--- config.mk ---
export PLATFORM = sky130hd
export DESIGN_NAME = debug_req_gate
export DESIGN_NICKNAME = d
export VERILOG_FILES = /design/src/hw/debug_req_gate.sv
export SDC_FILE = /design/constraint.sdc
export NUM_CORES = 1
export LEC_CHECK = 0
export ABC_AREA = 1
export BUFFER_PORTS_ARGS = -buffer_cell sky130_fd_sc_hd__buf_2
export CORE_MARGIN = 3
export CORE_UTILIZATION = 25
export DETAILED_ROUTE_END_ITERATION = 10
export PLACE_DENSITY = 0.41
export SLEW_MARGIN = 0
export SYNTH_ARGS = -nofsm -noshare
export SYNTH_HDL_FRONTEND = slang
export SYNTH_SLANG_ARGS = --single-unit
--- constraint.sdc ---
create_clock -name clk_i -period 3.7 [get_ports clk_i]
set_input_delay 0.74 -clock clk_i [delete_from_list [all_inputs] [get_ports clk_i]]
set_output_delay 0.74 -clock clk_i [all_outputs]
set_load 0.01 [all_outputs]
--- src/hw/debug_req_gate.sv ---
// Holds off debug requests for a fixed time after reset and passes them only while enabled
module debug_req_gate #(
  parameter int unsigned DebugDelay = 500
) (
  input  logic clk_i,
  input  logic rst_ni,
  input  logic debug_req_i,
  input  logic debug_en_i,
  output logic debug_req_o
);

  localparam int unsigned CntWidth = (DebugDelay > 0) ? $clog2(DebugDelay + 1) : 1;

  logic [CntWidth-1:0] cnt_q;
  logic                cnt_done;

  assign cnt_done = (cnt_q == '0);

  // ----------------------------------------
  // Post-reset delay
  // ----------------------------------------
  // Counts down once and then sticks at zero
  always_ff @(posedge clk_i or negedge rst_ni) begin
    if (!rst_ni) begin
      cnt_q <= CntWidth'(DebugDelay);
    end else if (!cnt_done) begin
      cnt_q <= cnt_q - 1'b1;
    end
  end

  // ----------------------------------------
  // Gate
  // ----------------------------------------
  // Combinational path from the request so disabling takes effect at once
  assign debug_req_o = cnt_done & debug_en_i & debug_req_i;

endmodule

Word level (Yosys, flattened, before mapping)
Index checks and enable logic that the tools add are counted.

Bitwise gates (word level): 2. Add/subtract/negate cells: 1. Reductions and logical operators: 1.

Operators with widths (count): $logic_not A9 Y1 (1); $sub A9 B1 Y9 const B (1); $and A1 B1 Y1 (2).

Register bits: 9. Output and inout bits: 1.

Depth between registers and ports, before layout
Depth after elaboration: 3. Gate-level depth with buffers: 8. Depth with buffers taken out: 8.

Worst setup path before layout
Ideal clock, no wire load.

Path type: register to output. Start: register cnt_q[1]. End: output port debug_req_o. Stages on the path, launching flop included: 7. Slack: 1.795 ns. Arrival time: 1.165 ns. Cells stage by stage: dfrtp_1 -> inv_1 -> ha_1 -> nand2_2 -> nor2_4 -> nand2_4 -> nor2_1.

Cells in the longest elaborated chain, start to end: 3.

Ends and longest elaborated chain: start, declared (line 14) `logic [CntWidth-1:0] cnt_q;`; start signal, assigned (line 25) `cnt_q <= CntWidth'(DebugDelay);`; start signal, assigned (line 27) `cnt_q <= cnt_q - 1'b1;`; $logic_not A9 Y1 (line 17) `assign cnt_done = (cnt_q == '0);`; $and A1 B1 Y1 (2 in a row) (line 35) `assign debug_req_o = cnt_done & debug_en_i & debug_req_i;`; end, declared (line 9) `output logic debug_req_o`.

Every way passes these cells.

Final worst setup path
Same ends and word-level chain as after synthesis.

==> impl_metrics.ini <==
[status]
status = finished clean

[finish]
fin_area_sq_um = 587
drive_gt1_share_pct = 27.6
reg_top3 = cnt_q: 9 flops
fillers = 206
syn2layout_area_growth_pct = 15.5
largest_register_ffs = 9
final_common_cell = nand2_1
top_register = cnt_q
final_cell_mix = nand2_1 (19), inv_1 (14), nor2_1 (9)
diodes = 0
nets = 82

[detailed_routing]
drtPass1Iterations = 4
vias_per_cell = 4.08
wl_per_cell_um = 8.51
drt_iter0_drc = 7
antenna_left = 0
wirelength_um = 860
drc_errors = 0
vias = 412

[logic_synthesis]
yosysUniqueCellTypes = 19
syn-mean-instance-area_sq_um = 7.47
ys_ff_latch = 9
yosys.area.top_type = dfstp_2
ys_seq_area_share_pct = 45.8
syn_area_sq_um = 508
ys.warnings.count = 0
ys_top_cells_by_area = dfstp_2 (31%), dfrtp_1 (15%), nand2_1 (14%)
netlist_instances = 68
yosys.area.top_type_share_pct = 31.0
syn-num-nets = 73

[grt]
grt_max_degree = 11
overflow = 0
grt_pass1_wl_um = 1580
antenna_found_initial = 0
track_usage_pct = 8.69
grt_pass1_vias = 372

[setup_path]
crit_slowest_cell = dfrtp_1
start_kind = flop
reg2reg_slack_ps = 2320
r2r_end = cnt_q[3]
required_ps = 2960
worstPathArrival_ps = 1600
path_max_fanout = 10
r2r_start = cnt_q[1]
reg2reg_depth = 7
cp_top_family = simple AND/OR/NAND/NOR gates
crit_buf_inv = 2
critical-path-max-stage-delay_ps = 360
crit_start = cnt_q[1]
crit_path_end_kind = output port
crit_type = reg2out
cp_cell_sequence = inv_1 -> ha_1 -> nand2_2 -> nor2_4 -> nand2_4 -> nor2_1 -> buf_2

[worst_hold_path]
hold_path_class = in2async

[power]
p_seq_share_pct = 54.5
peakVddDrop_mv = 0.119
power_switching_mw = 0.0407
p_comb_share_pct = 2.5
p_int_mw = 0.140
power_frac_clock_pct = 43.0
total_power_mw = 0.181
swShare_pct = 22.5
power_leakage_nw = 0.323
power_density_mw_per_mm2 = 309

[sta]
drv_slew = 0
slew_headroom_pct = 86.4
setup_tns_ps = 0
fmax_mhz = 427
worstMarginPinSlew_ps = 204
rsz0062_at_grt = no
finClkSkew_ps = 2.64
setup_violations = 0
hold_violations = 0
period_share_pct = 63.3
fin_crit_ps = 2340

[floorplanning]
pin_count = 5
die_area_sq_mm = 0.00261
die_h_um = 51.1
core_area_sq_mm = 0.00182
die_w_um = 51.1
row_count = 15
start_util_pct = 27.9

[clock_tree]
hold_buffers = 0
path_clk_slew_ps = 70
root_buffer = clkbuf_4
cts_made_buffers = 3
post_cts_buffers = 0
clock_latency_ps = 260
htreeDepth = 1
cts_sinks = 9
cts_buffer_depth = 2
ctsResizeCount = 0
cts_tree = yes

[placed_design]
placed_cell_area_sq_um = 559
dp_hpwl_um = 664
gp_congestion = 0.709
io_buffers = 4

[run]
maxCapViolations = 0
[how the worst max path moves through the flow]
stage	to	slack, ps	cells after the start
6_report	debug_req_o	1360	7
5_1_grt	debug_req_o	1170	7
4_1_cts	debug_req_o	1330	7
3_5_place_dp	debug_req_o	1640	7
3_3_place_gp	debug_req_o	1630	7
2_1_floorplan	debug_req_o	1800	6
[through the flow]
| stage | hold slack (ps) | cells | utilization, % | worst slack (ps) |
|---|---|---|---|---|
| 2_1_floorplan | 444 | 68 | - | 1800 |
| 3_3_place_gp | 484 | 97 | 30.7 | 1630 |
| 3_5_place_dp | 480 | 97 | 30.7 | 1640 |
| 4_1_cts | 313 | 101 | 32.2 | 1330 |
| 5_1_grt | 315 | 101 | 32.2 | 1170 |
| 6_report | 313 | 101 | 32.2 | 1360 |
[synthesized netlist by cell type]
| library cell | count |
|---|---|
| nand2_1 | 19 |
| inv_1 | 14 |
| nor2_1 | 9 |
| dfstp_2 | 6 |
| nand3_1 | 4 |
| dfrtp_1 | 3 |
| a21oi_1 | 1 |
| clkinv_2 | 1 |
| ha_1 | 1 |
| nand2_2 | 1 |
| nand2_4 | 1 |
| nand4_1 | 1 |
| nor2_2 | 1 |
| nor2_4 | 1 |
| o21ai_0 | 1 |
| o21ai_1 | 1 |
| o21ai_2 | 1 |
| or2_2 | 1 |
| xor2_1 | 1 |
[power by group through the flow]
stage | registers (mW) | logic [mW] | clock network [mW]
2_1_floorplan | 0.100 | 0.000819 | 0
5_1_grt | 0.0987 | 0.00561 | 0.0900
3_3_place_gp | 0.100 | 0.00491 | 0
3_5_place_dp | 0.100 | 0.00489 | 0
4_1_cts | 0.0987 | 0.00491 | 0.0823
6_report | 0.0987 | 0.00452 | 0.0779
[cell type report]
| cell class | count | area (sq um) | share of cell area [%] |
|---|---|---|---|
| multi-input cells | 44 | 218 | 37.1 |
| clock inverters | 1 | 5.00 | 0.853 |
| inverters | 15 | 57.6 | 9.81 |
| repair buffers | 4 | 20.0 | 3.41 |
| well taps | 25 | 31.3 | 5.33 |
| flip-flops and latches | 9 | 233 | 39.7 |
| clock buffers | 3 | 22.5 | 3.84 |
[layer usage]
| metal | track usage (%) | wire [um] | vias up |
|---|---|---|---|
| met5 | 0 | 0 | - |
| met4 | 4.04 | 13 | 0 |
| met3 | 5.25 | 72 | 2 |
| met2 | 12.4 | 381 | 13 |
| met1 | 10.2 | 393 | 181 |
| li1 | - | - | 216 |
[cells by family after synthesis]
| kind of cell | after synthesis | share of synthesized area (%) |
|---|---|---|
| simple gates | 38 | 34.0 |
| fa+ha+maj | 1 | 2.46 |
| buf+inv | 15 | 11.3 |
| xor+xnor | 1 | 1.72 |
| compound gates | 4 | 4.68 |
| flops | 9 | 45.8 |
[worst reg2reg max path, delay by kind of cell (launching register included)]
kind | cells | cell delay, ps
DFF | 1 | 360
and+or+nand+nor | 3 | 360
adders and majority gates | 1 | 270
buffers and inverters | 2 | 170
AOI/OAI and AO/OA | 1 | 110
No activity file was read; power rests on OpenSTA's default activity.
