--- src/common/soc_pkg.sv ---
// Shared address map, bus widths and enum types, referenced by scoped names from all RTL files
package soc_pkg;

  // ----------------------------------------
  // Bus widths
  // ----------------------------------------
  localparam int unsigned AddrWidth = 32;
  localparam int unsigned DataWidth = 64;
  localparam int unsigned BeWidth   = DataWidth / 8;

  // ----------------------------------------
  // Address map
  // ----------------------------------------
  // Boot ROM, 16 words of 64 bits
  localparam logic [AddrWidth-1:0] RomBase   = 32'h0001_0000;
  localparam logic [AddrWidth-1:0] RomLength = 32'h0000_0080;
  localparam int unsigned          RomWords  = 16;

  // Upper half of every ROM word, the lower half carries the word index
  localparam logic [31:0] RomTag = 32'h600d_b007;

  // Data SRAM, its length comes from the SramWords parameter of the top level
  localparam logic [AddrWidth-1:0] SramBase = 32'h8000_0000;

  // Exit register inside the SRAM, word index 128
  localparam logic [AddrWidth-1:0] ExitOffset = 32'h0000_0400;

  // ----------------------------------------
  // Enums
  // ----------------------------------------
  // Decoded bus target
  typedef enum logic [1:0] {
    SEL_ROM,
    SEL_SRAM,
    SEL_ERR
  } slave_e;

  // Owner of the shared bus
  typedef enum logic {
    MST_CORE,
    MST_DEBUG
  } master_e;

endpackage

--- src/hw/bus_arbiter.sv ---
// Round-robin arbiter for the core and debug masters, returns each response to its owner
module bus_arbiter (
  input  logic                          clk_i,
  input  logic                          rst_ni,
  // Core master
  input  logic                          core_req_i,
  input  logic                          core_we_i,
  input  logic [soc_pkg::AddrWidth-1:0] core_addr_i,
  input  logic [soc_pkg::DataWidth-1:0] core_wdata_i,
  input  logic [soc_pkg::BeWidth-1:0]   core_be_i,
  output logic                          core_gnt_o,
  output logic                          core_rvalid_o,
  output logic [soc_pkg::DataWidth-1:0] core_rdata_o,
  output logic                          core_err_o,
  // Debug module master
  input  logic                          dbg_req_i,
  input  logic                          dbg_we_i,
  input  logic [soc_pkg::AddrWidth-1:0] dbg_addr_i,
  input  logic [soc_pkg::DataWidth-1:0] dbg_wdata_i,
  input  logic [soc_pkg::BeWidth-1:0]   dbg_be_i,
  output logic                          dbg_gnt_o,
  output logic                          dbg_rvalid_o,
  output logic [soc_pkg::DataWidth-1:0] dbg_rdata_o,
  output logic                          dbg_err_o,
  // Shared bus
  output logic                          bus_req_o,
  output logic                          bus_we_o,
  output logic [soc_pkg::AddrWidth-1:0] bus_addr_o,
  output logic [soc_pkg::DataWidth-1:0] bus_wdata_o,
  output logic [soc_pkg::BeWidth-1:0]   bus_be_o,
  input  logic [soc_pkg::DataWidth-1:0] bus_rdata_i,
  input  logic                          bus_err_i
);

  soc_pkg::master_e winner;
  soc_pkg::master_e last_q;
  soc_pkg::master_e rsp_owner_q;
  logic             rsp_valid_q;

  // On a tie the master that lost last time wins
  always_comb begin
    if (core_req_i && dbg_req_i) begin
      if (last_q == soc_pkg::MST_CORE) begin
        winner = soc_pkg::MST_DEBUG;
      end else begin
        winner = soc_pkg::MST_CORE;
      end
    end else if (dbg_req_i) begin
      winner = soc_pkg::MST_DEBUG;
    end else begin
      winner = soc_pkg::MST_CORE;
    end
  end

  assign core_gnt_o = core_req_i & (winner == soc_pkg::MST_CORE);
  assign dbg_gnt_o  = dbg_req_i & (winner == soc_pkg::MST_DEBUG);

  // Forward the winner's request fields
  assign bus_req_o   = core_req_i | dbg_req_i;
  assign bus_we_o    = (winner == soc_pkg::MST_DEBUG) ? dbg_we_i : core_we_i;
  assign bus_addr_o  = (winner == soc_pkg::MST_DEBUG) ? dbg_addr_i : core_addr_i;
  assign bus_wdata_o = (winner == soc_pkg::MST_DEBUG) ? dbg_wdata_i : core_wdata_i;
  assign bus_be_o    = (winner == soc_pkg::MST_DEBUG) ? dbg_be_i : core_be_i;

  // Debug counts as last owner so the core goes first after reset
  always_ff @(posedge clk_i or negedge rst_ni) begin
    if (!rst_ni) begin
      last_q      <= soc_pkg::MST_DEBUG;
      rsp_owner_q <= soc_pkg::MST_CORE;
      rsp_valid_q <= 1'b0;
    end else begin
      rsp_valid_q <= bus_req_o;
      if (bus_req_o) begin
        last_q      <= winner;
        rsp_owner_q <= winner;
      end
    end
  end

  // Response goes back to the granted master only
  assign core_rvalid_o = rsp_valid_q & (rsp_owner_q == soc_pkg::MST_CORE);
  assign dbg_rvalid_o  = rsp_valid_q & (rsp_owner_q == soc_pkg::MST_DEBUG);
  assign core_rdata_o  = core_rvalid_o ? bus_rdata_i : '0;
  assign dbg_rdata_o   = dbg_rvalid_o ? bus_rdata_i : '0;
  assign core_err_o    = core_rvalid_o & bus_err_i;
  assign dbg_err_o     = dbg_rvalid_o & bus_err_i;

endmodule

--- config.mk ---
export PLATFORM = sky130hd
export DESIGN_NAME = bus_arbiter
export DESIGN_NICKNAME = d
export VERILOG_FILES = /design/src/common/soc_pkg.sv /design/src/hw/bus_arbiter.sv
export SDC_FILE = /design/constraint.sdc
export NUM_CORES = 1
export LEC_CHECK = 0
export BUFFER_PORTS_ARGS = -buffer_cell sky130_fd_sc_hd__buf_2
export CAP_MARGIN = 20
export CORE_AREA = 4 4 199 201
export DETAILED_ROUTE_END_ITERATION = 10
export DIE_AREA = 0 0 203 205
export PLACE_DENSITY_LB_ADDON = 0.15
export SLEW_MARGIN = 0
export SYNTH_ARGS = -nofsm -noshare
export SYNTH_HDL_FRONTEND = slang
export SYNTH_SLANG_ARGS = --single-unit
--- constraint.sdc ---
create_clock -name clk_i -period 2.55 [get_ports clk_i]
set_input_delay 0.1275 -clock clk_i [delete_from_list [all_inputs] [get_ports clk_i]]
set_output_delay 0.1275 -clock clk_i [all_outputs]
set_load 0.05 [all_outputs]
Word level (Yosys, flattened, before mapping)
Cells that the tools add are included.
{ "totals": {"regBits": 3, "latch_bits": 0, "ramBits": 0, "romBits": 0, "output_inout_bits": 240, "wordCells": 22, "mem_count": 0} }
{ "classes": {"n_addsub": 0, "mul": 0, "div_mod_pow": 0, "order_cmp": 0, "eq_ne": 0, "shift": 0, "n_mux": 9, "bitwise_logic": 9, "reduce_logical": 1} }
{ "ops": {"columns": ["operator", "n"], "rows": [
  ["$mux W64", 3],
  ["$mux W32", 1],
  ["$mux W8", 1],
  ["$and A1 B1 Y1", 6],
  ["$mux W1", 4],
  ["$not A1 Y1", 2],
  ["$logic_and A1 B1 Y1", 1],
  ["$or A1 B1 Y1", 1]
]} }

Logic depth before layout (Yosys ltp)
{ "logic_depth": {"depth_word": 4, "mapped_depth": 5} }

Worst setup path before layout
No wires, ideal clock.
{ "synth_path": {"path_type": "register to output", "start": "register rsp_owner_q", "end": "output port core_rdata_o[54] (netlist name)", "t_arrival_ns": 1.701, "required_time_ns": 2.423, "slack_ns": 0.722, "path_stages_with_launch": 4, "n_path_buf": 1, "cell_sequence": "dfrtp_1 and2b_1 clkbuf_1 and2_1"} }
{ "synth_between": {"elab_chain_cells": 3} }
{ "synth_lines": {"columns": ["element", "line_no", "rtl"], "rows": [
  ["start: declaration", "bus_arbiter.sv:37", "soc_pkg::master_e rsp_owner_q;"],
  ["start signal: assignment", "bus_arbiter.sv:69", "rsp_owner_q <= soc_pkg::MST_CORE;"],
  ["start signal: assignment", "bus_arbiter.sv:75", "rsp_owner_q <= winner;"],
  ["$not A1 Y1", "bus_arbiter.sv:81", "assign core_rvalid_o = rsp_valid_q & (rsp_owner_q == soc_pkg::MST_CORE);"],
  ["$and A1 B1 Y1", "bus_arbiter.sv:81", null],
  ["named net core_rvalid_o", "bus_arbiter.sv:12", "output logic core_rvalid_o,"],
  ["$mux W64", "bus_arbiter.sv:83", "assign core_rdata_o = core_rvalid_o ? bus_rdata_i : '0;"],
  ["end: declaration", "bus_arbiter.sv:13", "output logic [soc_pkg::DataWidth-1:0] core_rdata_o,"]
]} }
The timed path passes the listed nets, and every way through them passes these cells.

Worst setup path in the final report
{ "layout_path": {"start": "register last_q", "end": "output port bus_we_o"} }
{ "layout_between": {"elab_chain_cells": 3} }
{ "layout_lines": {"columns": ["element", "line_no", "rtl"], "rows": [
  ["start: declaration", "bus_arbiter.sv:36", "soc_pkg::master_e last_q;"],
  ["start signal: assignment", "bus_arbiter.sv:68", "last_q <= soc_pkg::MST_DEBUG;"],
  ["start signal: assignment", "bus_arbiter.sv:74", "last_q <= winner;"],
  ["$mux W1", "bus_arbiter.sv:43", "if (last_q == soc_pkg::MST_CORE) begin"],
  ["$mux W1", "bus_arbiter.sv:42", "if (core_req_i && dbg_req_i) begin"],
  ["$mux W1", "bus_arbiter.sv:60", "assign bus_we_o = (winner == soc_pkg::MST_DEBUG) ? dbg_we_i : core_we_i;"],
  ["end: declaration", "bus_arbiter.sv:27", "output logic bus_we_o,"]
]} }
No other way between the ends.

==> metrics.csv <==
stage,metric,value,unit
sta,hold_violations,0,
min_path,min-delay-start,core_req_i,
layout,mostFrequentLayoutCells,"buf_2 (518), mux2_2 (75), and2_1 (66)",
placement,dpl_cell_area,5600,sq um
route,dr_total_vias,4036,
layout,multi_input_area,2170,sq um
power,p_leak,0.00340,uW
setup_path,reg2reg_slack,1.47,ns
min_path,whs_path_depth,2,
power,power_density,453,nW/um^2
sta,period_share,0.802,
layout,finish.instance_area,5690,sq um
global_route,grt_max_degree,68,
floorplanning,ioPinCount,519,
route,drt-initial-drc-count,187,
cts,cts.path.max_buffers,2,
floorplanning,die-area,41600,sq um
layout,layout_commonest_cell,buf_2,
layout,seq_area,78.8,sq um
route,dr.pass1.iters,4,
min_path,min_to,last_q$_DFFE_PN1P_,
sta,rsz0062_at_grt,false,
global_route,grt_pass1_vias,4163,
layout,fin_nets,1061,
global_route,track_usage,0.0832,
sta,fin_crit,2.05,ns
route,final_antenna_net_count,0,
synthesis,ys_ff_latch,3,
cts,ctsRootBufferMaster,clkbuf_16,
placement,hpwlAfterDp,17900,um
cts,cts_buffers,3,
synthesis,syn-num-nets,560,
setup_path,critical_path_required,2.42,ns
synthesis,synth_cells,281,
floorplanning,core,37600,sq um
setup_path,path_class,reg -> out,
floorplanning,die_w,203,um
sta,slew_violations,0,
synthesis,yosys_warnings,0,
layout,diodes,0,
route,wl,20200,um
cts,clk_latency,0.22,ns
layout,syn_to_final_growth,131,%
sta,worst_pin_slew,0.661,ns
synthesis,seq_area_frac_synth,0.0310,
sta,skew,0.000163,ns
cts,cts_resized,0,
setup_path,r2r-end,rsp_owner_q$_DFFE_PN0P_,
flow_run,cap_violations,0,
setup_path,end_kind,output pin,
global_route,gr-total-overflow,0,
floorplanning,start_util,0.0654,
cts,h-tree-depth,1,
global_route,grt_pass1_wl,26300,um
cts,cts_sinks,3,
setup_path,cp.arrival,1.92,ns
cts,cts_tree,done,
setup_path,crit_path_start_kind,flop,
power,vdd_drop_max,0.231,mV
route,drc,0,
floorplanning,rows,71,
layout,drive_above_1_share,0.821,
setup_path,path_max_fanout,27,
setup_path,r2r_cells,2,
sta,max_freq,489,MHz
sta,max-slew-margin-rel,0.560,
setup_path,worstReg2RegStart,rsp_owner_q$_DFFE_PN0P_,
route,via_per_inst,3.12,
sta,fin_tns_setup,0,ns
power,p_total,2580,uW
sta,setup_viol,0,
synthesis,synthesis.area,2460,sq um
min_path,hold_class,in -> reg,
global_route,antenna_found_initial,0,
placement,place_congestion,0.889,
run_status,status,completed,
synthesis,avgSynthCellArea,8.75,sq um
layout,final_util,0.151,
floorplanning,die_h,205,um
cts,cts.clk_slew.worst_paths,0.03,ns
placement,port_buffers,518,
synthesis,synth.distinct_cells,18,
route,drt-wirelength-per-cell,15.6,um
layout,fillers,4384,
-- sequential cells by signal, indices dropped and copies added, names as in the netlist --
name and count:
last_q 1, rsp_valid_q 1, rsp_owner_q 1
-- metal layers --
metal,vias to the layer above,GRT usage,routed length [um]
li1,1991,-,-
met1,1795,0.0909,7140
met2,237,0.168,11400
met3,13,0.0128,1380
met4,0,0.0170,274
met5,-,0,0
-- critical path, stage by stage, from the launching register on --
cell      delay (ns)
dfstp_2         0.38
a21boi_4        0.44
buf_12          0.27
mux2_2          0.37
buf_2           0.22
-- worst max-delay path by stage --
stage	startpoint	slack [ns]	cells after the start	endpoint
2_1_floorplan	rsp_owner_q$_DFFE_PN0P_	0.72	3	core_rdata_o[54]
3_3_place_gp	last_q$_DFFE_PN1P_	0.73	4	bus_wdata_o[26]
3_5_place_dp	last_q$_DFFE_PN1P_	0.71	4	bus_wdata_o[63]
4_1_cts	last_q$_DFFE_PN1P_	0.48	4	bus_wdata_o[63]
5_1_grt	last_q$_DFFE_PN1P_	0.42	4	bus_wdata_o[9]
6_report	last_q$_DFFE_PN1P_	0.50	4	bus_we_o
-- synth_stat cells (all sizes together) --
library cell  number  area share
a21boi             1      0.0046
a21o               1      0.0031
a21oi              2      0.0041
and2              66        0.17
and2b              1      0.0031
and3              65        0.17
buf               13       0.056
clkbuf            20       0.031
dfrtp              2       0.020
dfstp              1       0.011
inv                2      0.0031
mux2             105        0.53
nor2               1      0.0015
or2                1      0.0025
-- kinds of logic after synthesis --
| group | share of synthesized area |
|---|---|
| AOI/OAI and AO/OA | 0.0117 |
| buffers and inverters | 0.0901 |
| DFF | 0.0310 |
| and+or+nand+nor | 0.340 |
| muxes | 0.527 |
-- power breakdown --
part	switching, uW	internal (uW)
clock network	42.2	206
logic	1610	659
registers	4.49	55.3
total	1660	921
-- stage by stage --
stage	setup slack (ns)	instances	hold slack, ns
after floorplan	0.722	281	-0.168
after global placement	0.735	1287	-0.0676
after detailed placement	0.713	1287	-0.0714
after CTS	0.476	1292	0.147
after global routing	0.417	1292	0.161
final	0.504	1292	0.144
-- final cells by class --
type | instances | share of cell area
tap | 511 | 0.112
timing repair buffer | 529 | 0.477
clock buffer | 4 | 0.0139
inverter | 2 | 0.00132
sequential | 3 | 0.0139
multi-input combinational | 243 | 0.381
-- what timing repair did --
item	CTS	global route
hold buffers	1	0
setup endpoints to repair	0	0
setup buffers	0	0
endpoints found under the hold margin	3	0
No activity file was read; power rests on OpenSTA's default activity.
