`config.mk`:
```
export PLATFORM = sky130hd
export DESIGN_NAME = periph_mux
export DESIGN_NICKNAME = d
export VERILOG_FILES = /design/src/common/soc_pkg.sv /design/src/hw/periph_mux.sv
export SDC_FILE = /design/constraint.sdc
export NUM_CORES = 1
export LEC_CHECK = 0
export BUFFER_PORTS_ARGS = -buffer_cell sky130_fd_sc_hd__buf_2
export CAP_MARGIN = 20
export CORE_AREA = 2 2 152 154
export DETAILED_ROUTE_END_ITERATION = 10
export DIE_AREA = 0 0 154 156
export PLACE_DENSITY = 0.38
export SLEW_MARGIN = 20
export SYNTH_ARGS = -nofsm -noshare
export SYNTH_HDL_FRONTEND = slang
export SYNTH_SLANG_ARGS = --single-unit
```
`constraint.sdc`:
```
create_clock -name clk_i -period 1.1 [get_ports clk_i]
set_input_delay 0.11 -clock clk_i [delete_from_list [all_inputs] [get_ports clk_i]]
set_output_delay 0.11 -clock clk_i [all_outputs]
set_load 0.02 [all_outputs]
```
`src/common/soc_pkg.sv`:
```
// Shared address map, bus widths and enum types, referenced by scoped names from all RTL files
package soc_pkg;

  // ----------------------------------------
  // Bus widths
  // ----------------------------------------
  localparam int unsigned AddrWidth = 32;
  localparam int unsigned DataWidth = 64;
  localparam int unsigned BeWidth   = DataWidth / 8;

  // ----------------------------------------
  // Address map
  // ----------------------------------------
  // Boot ROM, 16 words of 64 bits
  localparam logic [AddrWidth-1:0] RomBase   = 32'h0001_0000;
  localparam logic [AddrWidth-1:0] RomLength = 32'h0000_0080;
  localparam int unsigned          RomWords  = 16;

  // Upper half of every ROM word, the lower half carries the word index
  localparam logic [31:0] RomTag = 32'h600d_b007;

  // Data SRAM, its length comes from the SramWords parameter of the top level
  localparam logic [AddrWidth-1:0] SramBase = 32'h8000_0000;

  // Exit register inside the SRAM, word index 128
  localparam logic [AddrWidth-1:0] ExitOffset = 32'h0000_0400;

  // ----------------------------------------
  // Enums
  // ----------------------------------------
  // Decoded bus target
  typedef enum logic [1:0] {
    SEL_ROM,
    SEL_SRAM,
    SEL_ERR
  } slave_e;

  // Owner of the shared bus
  typedef enum logic {
    MST_CORE,
    MST_DEBUG
  } master_e;

endpackage

```
`src/hw/periph_mux.sv`:
```
// Address decoder between the shared bus and ROM, SRAM and the error responder
module periph_mux #(
  parameter int unsigned SramWords = 256
) (
  input  logic                           clk_i,
  input  logic                           rst_ni,
  // Shared bus
  input  logic                           bus_req_i,
  input  logic                           bus_we_i,
  input  logic [soc_pkg::AddrWidth-1:0]  bus_addr_i,
  input  logic [soc_pkg::DataWidth-1:0]  bus_wdata_i,
  input  logic [soc_pkg::BeWidth-1:0]    bus_be_i,
  output logic [soc_pkg::DataWidth-1:0]  bus_rdata_o,
  output logic                           bus_err_o,
  // Boot ROM
  output logic                           rom_req_o,
  output logic [$clog2(soc_pkg::RomWords)-1:0] rom_idx_o,
  input  logic [soc_pkg::DataWidth-1:0]  rom_rdata_i,
  // Data SRAM
  output logic                           sram_req_o,
  output logic                           sram_we_o,
  output logic [$clog2(SramWords)-1:0]   sram_idx_o,
  output logic [soc_pkg::DataWidth-1:0]  sram_wdata_o,
  output logic [soc_pkg::BeWidth-1:0]    sram_be_o,
  input  logic [soc_pkg::DataWidth-1:0]  sram_rdata_i
);

  localparam int unsigned ByteBits    = $clog2(soc_pkg::BeWidth);
  localparam int unsigned RomIdxWidth = $clog2(soc_pkg::RomWords);
  localparam int unsigned SramIdxWidth = $clog2(SramWords);
  localparam logic [soc_pkg::AddrWidth-1:0] SramLength =
      soc_pkg::AddrWidth'(SramWords * soc_pkg::BeWidth);

  logic [soc_pkg::AddrWidth-1:0] rom_off;
  logic [soc_pkg::AddrWidth-1:0] sram_off;
  soc_pkg::slave_e               sel_d;
  soc_pkg::slave_e               sel_q;
  logic                          we_q;

  assign rom_off  = bus_addr_i - soc_pkg::RomBase;
  assign sram_off = bus_addr_i - soc_pkg::SramBase;

  // ROM is read-only, writes there go to the error responder
  always_comb begin
    if (bus_addr_i >= soc_pkg::RomBase && rom_off < soc_pkg::RomLength && !bus_we_i) begin
      sel_d = soc_pkg::SEL_ROM;
    end else if (bus_addr_i >= soc_pkg::SramBase && sram_off < SramLength) begin
      sel_d = soc_pkg::SEL_SRAM;
    end else begin
      sel_d = soc_pkg::SEL_ERR;
    end
  end

  assign rom_req_o    = bus_req_i & (sel_d == soc_pkg::SEL_ROM);
  assign rom_idx_o    = rom_off[ByteBits +: RomIdxWidth];
  assign sram_req_o   = bus_req_i & (sel_d == soc_pkg::SEL_SRAM);
  assign sram_we_o    = bus_we_i;
  assign sram_idx_o   = sram_off[ByteBits +: SramIdxWidth];
  assign sram_wdata_o = bus_wdata_i;
  assign sram_be_o    = bus_be_i;

  // Selection of the request now being answered
  always_ff @(posedge clk_i or negedge rst_ni) begin
    if (!rst_ni) begin
      sel_q <= soc_pkg::SEL_ROM;
      we_q  <= 1'b0;
    end else if (bus_req_i) begin
      sel_q <= sel_d;
      we_q  <= bus_we_i;
    end
  end

  // Writes and errors answer with zero data
  always_comb begin
    bus_rdata_o = '0;
    if (!we_q) begin
      case (sel_q)
        soc_pkg::SEL_ROM:  bus_rdata_o = rom_rdata_i;
        soc_pkg::SEL_SRAM: bus_rdata_o = sram_rdata_i;
        default:           bus_rdata_o = '0;
      endcase
    end
  end

  assign bus_err_o = (sel_q == soc_pkg::SEL_ERR);

endmodule

```
# After elaboration in Yosys (flattened, before gate mapping)
# Index checks and enable logic that the tools add are counted.
# word_totals
inputBits,236
word_cells,23
register_bits,3
# op_classes
bitwise_logic,2
n_eq_ne,3
addsub,2
n_mux,4
order_cmp,4
reduce_logical,6
# op_table
op,count
$pmux W64 S2,1
$mux W64,1
$ge A32 B17 Y1 const B,1
$ge A32 B32 Y1 const B,1
$lt A32 B12 Y1 const B,1
$lt A32 B8 Y1 const B,1
$sub A32 B17 Y32 const B,1
$sub A32 B32 Y32 const B,1
$eq A2 B1 Y1 const B,2
$logic_not A2 Y1,2
$mux W2,2
$logic_and A1 B1 Y1,3
$and A1 B1 Y1,2
$eq A2 B2 Y1 const B,1
$logic_not A1 Y1,1

# Longest topological paths before layout
# Gate-level depths: netlist (run 1).
# logic_depth
depth_word,7
depth_mapped,5
mapped_depth_nobuf,3

# Worst setup path before layout (run 1)
# Ideal clock, no wire load.
# synth_path
path_type,register -> output
from,reg sel_q[0]
to,out bus_rdata_o[54] (netlist bit)
setup_slack_ps,-165
path_stages_with_launch,6
required_time_ps,990
arrival_time_ps,1155
cell_sequence,dfrtp_1 buf_4 buf_12 buf_8 mux2i_1 nor2_1
# synth_via
elab_chain_len,3
elab_cells_between_ends,4
# synth_rtl
element,line_no,rtl
start: declaration,periph_mux.sv:37,soc_pkg::slave_e sel_q;
start signal: assignment,periph_mux.sv:65,sel_q <= soc_pkg::SEL_ROM;
start signal: assignment,periph_mux.sv:68,sel_q <= sel_d;
$eq A2 B1 Y1 or $logic_not A2 Y1 (tied branches),periph_mux.sv:77,case (sel_q)
$pmux W64 S2 *,periph_mux.sv:77,
$mux W64 *,periph_mux.sv:76,if (!we_q) begin
end: declaration,periph_mux.sv:13,"output logic [soc_pkg::DataWidth-1:0] bus_rdata_o,"
# Every way passes the cells marked *; elsewhere a longest branch is shown, timed or not.

# Worst setup path after layout (run 1)
# layout_path
from,reg sel_q[0]
to,out bus_rdata_o[30] (netlist bit)
# Same word-level chain as after synthesis.

==> metrics.md, run 1 <==
| Metric | Value |
|---|---|
| FF-to-FF Start | `sel_q[1]` |
| Most frequent cells in the layout | `163 x buf_2, 64 x buf_4, 60 x nor2_4, 49 x mux2i_4, 27 x buf_6` |
| Crit Reg-Reg Endpoint | `sel_q[1]` |
| CP max FO | `16` |
| Die Height | `156 µm` |
| Clock H-tree levels | `1` |
| Die width | `154 µm` |
| Die Area | `24,000 µm²` |
| Antenna violations before repair | `1` |
| Number of I/O port buffers | `228` |
| Synth cell types | `21` |
| Hold WS | `0.178 ns` |
| Share of cells above drive strength 1 | `0.938` |
| Via Count | `2,336` |
| # DRC | `0` |
| Worst Path Arrival | `1.48 ns` |
| GP Congestion | `0.680` |
| Via count of the first global-routing pass | `2,384` |
| Run status | `complete, but fails checks` |
| Finished Layout Cells | `707` |
| Min-Delay Startpoint | `bus_we_i` |
| Final ANT Viol Nets | `0` |
| Layout net count | `658` |
| Largest net degree at the start of global routing | `17` |
| Final instance area | `4530 µm²` |
| Critical Path End | `bus_rdata_o[30]` |
| Clock Root Buffer | `clkbuf_16` |
| Final period utilization | `1.45` |
| YS warnings | `0` |
| DR pass1 iterations | `2` |
| Number of fillers in the final layout | `2,430` |
| Crit. Startpoint | `sel_q[0]` |
| Pleak | `1.73 nW` |
| R2R Setup Slk | `0.07 ns` |
| Synth area leader | `buf_4` |
| Worst min-delay path class | `in2reg` |
| Synthesized cell area | `1980 µm²` |
| First-pass GRT wire length | `12.9 mm` |
| Max Freq | `0.627 GHz` |
| Clk Latency, worst-skew pair | `0.22 ns` |
| Vias per inst | `3.30` |
| CTS sink cnt | `3` |
| Unrepaired setup endpoints after global routing | `true` |
| Synthesized area per cell | `7.84 µm²` |
| Post-synthesis register bit count | `3` |
| Final core utilization | `0.202` |
| Max Cap Viol | `0` |
| Clk buf depth | `2` |
| GR Overflow Total | `0` |
| Core Region | `22,400 µm²` |
| Worst rel slew slack | `0.751` |
| Actual slew at the worst max-slew pin | `0.363 ns` |
| Starting density of the core | `0.0883` |
| Post-detail-place hpwl | `7.42 mm` |
| Setup Crit Path Kind | `reg2out` |
| Count of final max-slew check failures | `0` |
| CP startpoint kind | `flip-flop` |
| Initial detailed-routing violation count | `35` |
| Clk_skew | `0 ns` |
| CTS tree | `done` |
| Yosys top cell area share | `0.334` |
| DRT Wirelength | `9.03 mm` |
| Final setup vio count | `65` |
| Placed cells | `697` |
| Placed inst area | `3460 µm²` |
| Post-Syn Instances | `252` |
| Minimum clock period | `1.59 ns` |
| Rows | `55` |
| TritonCTS Buffers | `3` |
| Area Growth Syn to Fin | `129%` |
| Setup ws final | `-0.494 ns` |
| Endpoints failing hold | `0` |
| Overall Power | `1.42 mW` |
| Reg clk slew, reported paths | `0.03 ns` |
| Routed wire per std cell | `12.8 µm` |
| Violated checks | `setup timing` |
| Total nets after synthesis | `488` |
| CP Capture Type | `output port` |
| Pwr Density | `314 nW/µm²` |
| Total GRT Usage | `0.0685` |
| IO Pins | `388` |
| Dominant cells by area after synthesis | `buf_4 33%, mux2i_1 32%, nor2_1 13%` |
| Worst r2r path cells | `3` |
| Commonest non-fill, non-tap cell in the layout | `buf_2` |
| Worst endpoint required time | `0.99 ns` |
| Peak supply drop | `0.336 mV` |
| Sequential share of the synthesized area | `0.0380` |
==> timing repair <==
action | in CTS | in global routing
buffers inserted | 4 | 0
endpoints found under the hold margin | 3 | 0
pin swaps | 4 | 5
endpoints found under the setup margin | 68 | 69
gates resized for setup | 163 | 35
hold buffers | 1 | 0
==> cells in the mapped netlist <==
cell,count
a31o_1,1
a41oi_1,1
buf_12,4
buf_4,88
buf_6,7
buf_8,1
dfrtp_1,3
inv_1,1
mux2_2,1
mux2i_1,64
nand3b_2,1
nand4_1,2
nor2_1,68
nor2b_1,1
nor4_1,1
nor4_2,3
nor4_4,1
nor4b_4,1
o22ai_1,1
or2_1,1
or2_2,1
==> worst min path at each step <==
| stage | endpoint | slack [ns] | cells past startpoint |
|---|---|---|---|
| 6_report | we_q | 0.18 | 2 |
| 5_1_grt | we_q | 0.19 | 2 |
| 4_1_cts | we_q | 0.17 | 2 |
| 3_5_place_dp | sel_q[0] | -0.07 | 1 |
| 3_3_place_gp | sel_q[0] | -0.07 | 1 |
| 2_1_floorplan | sel_q[0] | -0.19 | 0 |
==> flip-flops by register name, summed over array words and instances, names as in the netlist <==
signal,flops
sel_q,2
we_q,1
==> cell type report <==
cell class                 count  area, µm²  area share
sequential                     3       78.8      0.0174
inverter                       1       3.75    0.000829
clock buffer                   4       78.8      0.0174
multi-input combinational    148       2200       0.485
antenna                        1       2.50    0.000553
tap                          285        357      0.0788
timing repair buffer         265       1810       0.400
==> routing by layer <==
metal | share of wire | GRT usage
met2 | 0.57 | 0.142
met5 | 0 | 0
met3 | 0.11 | 0.0203
met4 | 0.016 | 0.0178
met1 | 0.31 | 0.0648
==> power by group <==
part | leakage, nW | switching (mW) | internal (mW)
sequential | 0.0324 | 0.00181 | 0.115
combinational | 1.66 | 0.342 | 0.393
clock | 0.0382 | 0.0924 | 0.478
==> through the flow <==
step / setup TNS [ns] / worst slack (ns)
6_report: -28.96 / -0.494
3_3_place_gp: -16.20 / -0.381
3_5_place_dp: -16.52 / -0.382
2_1_floorplan: -3.97 / -0.0758
4_1_cts: -30.19 / -0.507
5_1_grt: -32.49 / -0.544
==> critical path: stages (launching register included) <==
cell and delay (ns):
dfrtp_4 0.48, buf_12 0.17, buf_12 0.16, mux2i_2 0.24
nor2_4 0.04, buf_2 0.15
==> logic make-up (layout without fill, tap and decap cells) <==
family | after synthesis | in the layout | synth area share
flip-flops | 3 | 3 | 0.0380
multiplexers | 65 | 65 | 0.330
buffers and inverters | 101 | 270 | 0.424
AND/OR/NAND/NOR | 80 | 80 | 0.196
AO/OA/AOI/OAI | 3 | 3 | 0.0120
other | 0 | 1 | 0
Power figures use the tool's default switching activity.
==> inputs of run 2 (changes only) <==
==> config.mk (replaced) <==
export PLATFORM = sky130hd
export DESIGN_NAME = periph_mux
export DESIGN_NICKNAME = d
export VERILOG_FILES = /design/src/common/soc_pkg.sv /design/src/hw/periph_mux.sv
export SDC_FILE = /design/constraint.sdc
export NUM_CORES = 1
export LEC_CHECK = 0
export CAP_MARGIN = 20
export CORE_AREA = 2 2 151 153
export DETAILED_ROUTE_END_ITERATION = 10
export DIE_AREA = 0 0 153 155
export DONT_BUFFER_PORTS = 1
export PLACE_DENSITY = 0.3
export SLEW_MARGIN = 20
export SYNTH_ARGS = -nofsm -noshare
export SYNTH_HDL_FRONTEND = slang
export SYNTH_SLANG_ARGS = --single-unit
==> run 2 against run 1 <==
The run still ends with setup timing left. Core utilization down 8.1 points. Maximum frequency up 2.5%. Critical path depth fell by 1. Clock power grew 0.7%. Non-clock buffer count shrank 232. Count of clock-buffer cells in the layout unchanged. Sequential share of layout area grew 1.2 points. Final area is 40% lower. Register-to-register slack got worse by 0.16 ns.
==> metrics.md, run 2 (synthesis results as in run 1) <==
| Metric | Value |
|---|---|
| Run status | `complete, but fails checks (unchanged)` |
| Violated checks | `setup timing (unchanged)` |
| Starting density of the core | `0.0889 (was 0.0883)` |
| Most frequent cells in the layout | `60 x nor2_4, 40 x mux2i_2, 23 x mux2i_1, 12 x buf_4, 7 x buf_6 (was 163 x buf_2, 64 x buf_4, 60 x nor2_4, 49 x mux2i_4, 27 x buf_6)` |
| Layout net count | `426 (was 658)` |
| Share of cells above drive strength 1 | `0.799 (was 0.938)` |
| TritonCTS Buffers | `3 (unchanged)` |
| Multi-input logic area | `1700 µm² (was 2200 µm²)` |
| Setup Crit Path Kind | `reg2out (unchanged)` |
| Clock Root Buffer | `clkbuf_16 (unchanged)` |
| Worst Path Arrival | `1.45 ns (was 1.48 ns)` |
| Endpoints failing hold | `0 (unchanged)` |
| Area Growth Syn to Fin | `36.4% (was 129%)` |
| N_diodes | `0 (was 1)` |
| Via count of the first global-routing pass | `1,498 (was 2,384)` |
| Core Region | `22,200 µm² (was 22,400 µm²)` |
| IO Pins | `388 (unchanged)` |
| Initial detailed-routing violation count | `58 (was 35)` |
| GP Congestion | `0.652 (was 0.680)` |
| Total GRT Usage | `0.0483 (was 0.0685)` |
| Overall Power | `0.904 mW (was 1.42 mW)` |
| Finished Layout Cells | `474 (was 707)` |
| Antenna violations before repair | `0 (was 1)` |
| Routed wire per std cell | `13.9 µm (was 12.8 µm)` |
| Clk_skew | `0 ns (unchanged)` |
| Unrepaired setup endpoints after global routing | `true (unchanged)` |
| Final setup vio count | `66 (was 65)` |
| Minimum clock period | `1.56 ns (was 1.59 ns)` |
| Actual slew at the worst max-slew pin | `0.334 ns (was 0.363 ns)` |
| Rows | `55 (unchanged)` |
| Final instance area | `2700 µm² (was 4530 µm²)` |
| GR Overflow Total | `0 (unchanged)` |
| Pwr Density | `336 nW/µm² (was 314 nW/µm²)` |
| Max Freq | `0.643 GHz (was 0.627 GHz)` |
| Max FFs per register | `2 (unchanged)` |
| CP max FO | `15 (was 16)` |
| DRT Wirelength | `6.61 mm (was 9.03 mm)` |
| Die Height | `155 µm (was 156 µm)` |
| Final ANT Viol Nets | `0 (unchanged)` |
| Largest net degree at the start of global routing | `20 (was 17)` |
| CP Capture Type | `output port (unchanged)` |
| Placed inst area | `2160 µm² (was 3460 µm²)` |
| Clk buf depth | `2 (unchanged)` |
| Count of final max-slew check failures | `0 (unchanged)` |
| Clk Latency, worst-skew pair | `0.22 ns (about the same)` |
| Top Registers | `sel_q x2, we_q x1 (unchanged)` |
| Reg clk slew, reported paths | `0.03 ns (about the same)` |
| CTS tree | `done (unchanged)` |
| Number of fillers in the final layout | `2,502 (was 2,430)` |
| Peak supply drop | `0.973 mV (was 0.336 mV)` |
| Die width | `153 µm (was 154 µm)` |
| Pleak | `0.694 nW (was 1.73 nW)` |
| Final setup TNS | `-26.43 ns (was -28.96 ns)` |
| Die Area | `23,700 µm² (was 24,000 µm²)` |
| Final period utilization | `1.41 (was 1.45)` |
| # DRC | `0 (unchanged)` |
| Worst rel slew slack | `0.778 (was 0.751)` |
| Hold WS | `0.0116 ns (was 0.178 ns)` |
| Register area | `78.8 µm² (unchanged)` |
| CTS sink cnt | `3 (unchanged)` |
| First-pass GRT wire length | `8.71 mm (was 12.9 mm)` |
| Commonest non-fill, non-tap cell in the layout | `nor2_4 (was buf_2)` |
| Number of I/O port buffers | `0 (was 228)` |
| Largest register by flop count | `sel_q (unchanged)` |
| Clock H-tree levels | `1 (unchanged)` |
| Vias per inst | `3.07 (was 3.30)` |
| Setup ws final | `-0.456 ns (was -0.494 ns)` |
| Post-detail-place hpwl | `4.91 mm (was 7.42 mm)` |
| Worst min-delay path class | `in2reg (unchanged)` |
| Max Cap Viol | `0 (unchanged)` |
| DR pass1 iterations | `4 (was 2)` |
| Placed cells | `457 (was 697)` |
| Via Count | `1,457 (was 2,336)` |
| Final core utilization | `0.121 (was 0.202)` |
| Worst endpoint required time | `0.99 ns (about the same)` |
| CP startpoint kind | `flip-flop (unchanged)` |
| Pre-CTS setup slack | `-0.267 ns (was -0.382 ns)` |
## run 2: layout make-up
class,instances,share of cell area
well taps,285,0.132
clock buffers,4,0.0292
multi-input cells,148,0.630
flip-flops and latches,3,0.0292
repair buffers,33,0.178
inverters,1,0.00139
## run 2: repair_timing
item / 4_1_cts / 5_1_grt
resized for setup: 44 / 18
pin swaps: 20 / 12
cloned: 6 / 0
buffers inserted: 6 / 2
hold buffers: 1 / 0
endpoints found under the setup margin: 67 / 69
hold endpoints to repair: 3 / 0
## run 2: path summary, 6_finish.rpt
check / startpoint / to / slack [ns] / cells past startpoint
worst max-delay path: sel_q[0] / bus_rdata_o[38] / -0.46 / 4
worst min-delay path: bus_req_i / sel_q[0] / 0.01 / 1
worst max register to register: sel_q[0] / sel_q[0] / -0.09 / 3
worst min register to register: we_q / we_q / 0.51 / 1
max in group asynchronous: rst_ni / sel_q[0] / 0.78 / 1
min in group asynchronous: rst_ni / sel_q[1] / 0.15 / 1
## run 2: routing by layer
metal / global-route usage / vias to the layer above / wire [µm]
li1: - / 626 / -
met2: 0.0959 / 161 / 3690
met4: 0.0212 / 0 / 285
met3: 0.0178 / 25 / 669
met1: 0.0434 / 645 / 1960
met5: 0 / - / 0
## run 2: critical path, cell delays in order (launching register included)
cell and delay [ns]:
dfrtp_4 0.53, buf_16 0.19, buf_4 0.17, mux2i_2 0.17, nor2_4 0.16
## run 2: where the power goes
| group | switching, mW | total [mW] | internal, mW | leakage, nW |
|---|---|---|---|---|
| sequential | 0.00186 | 0.117 | 0.115 | 0.0324 |
| clock | 0.0956 | 0.574 | 0.478 | 0.0382 |
| combinational | 0.106 | 0.214 | 0.108 | 0.624 |
| total | 0.203 | 0.904 | 0.701 | 0.694 |
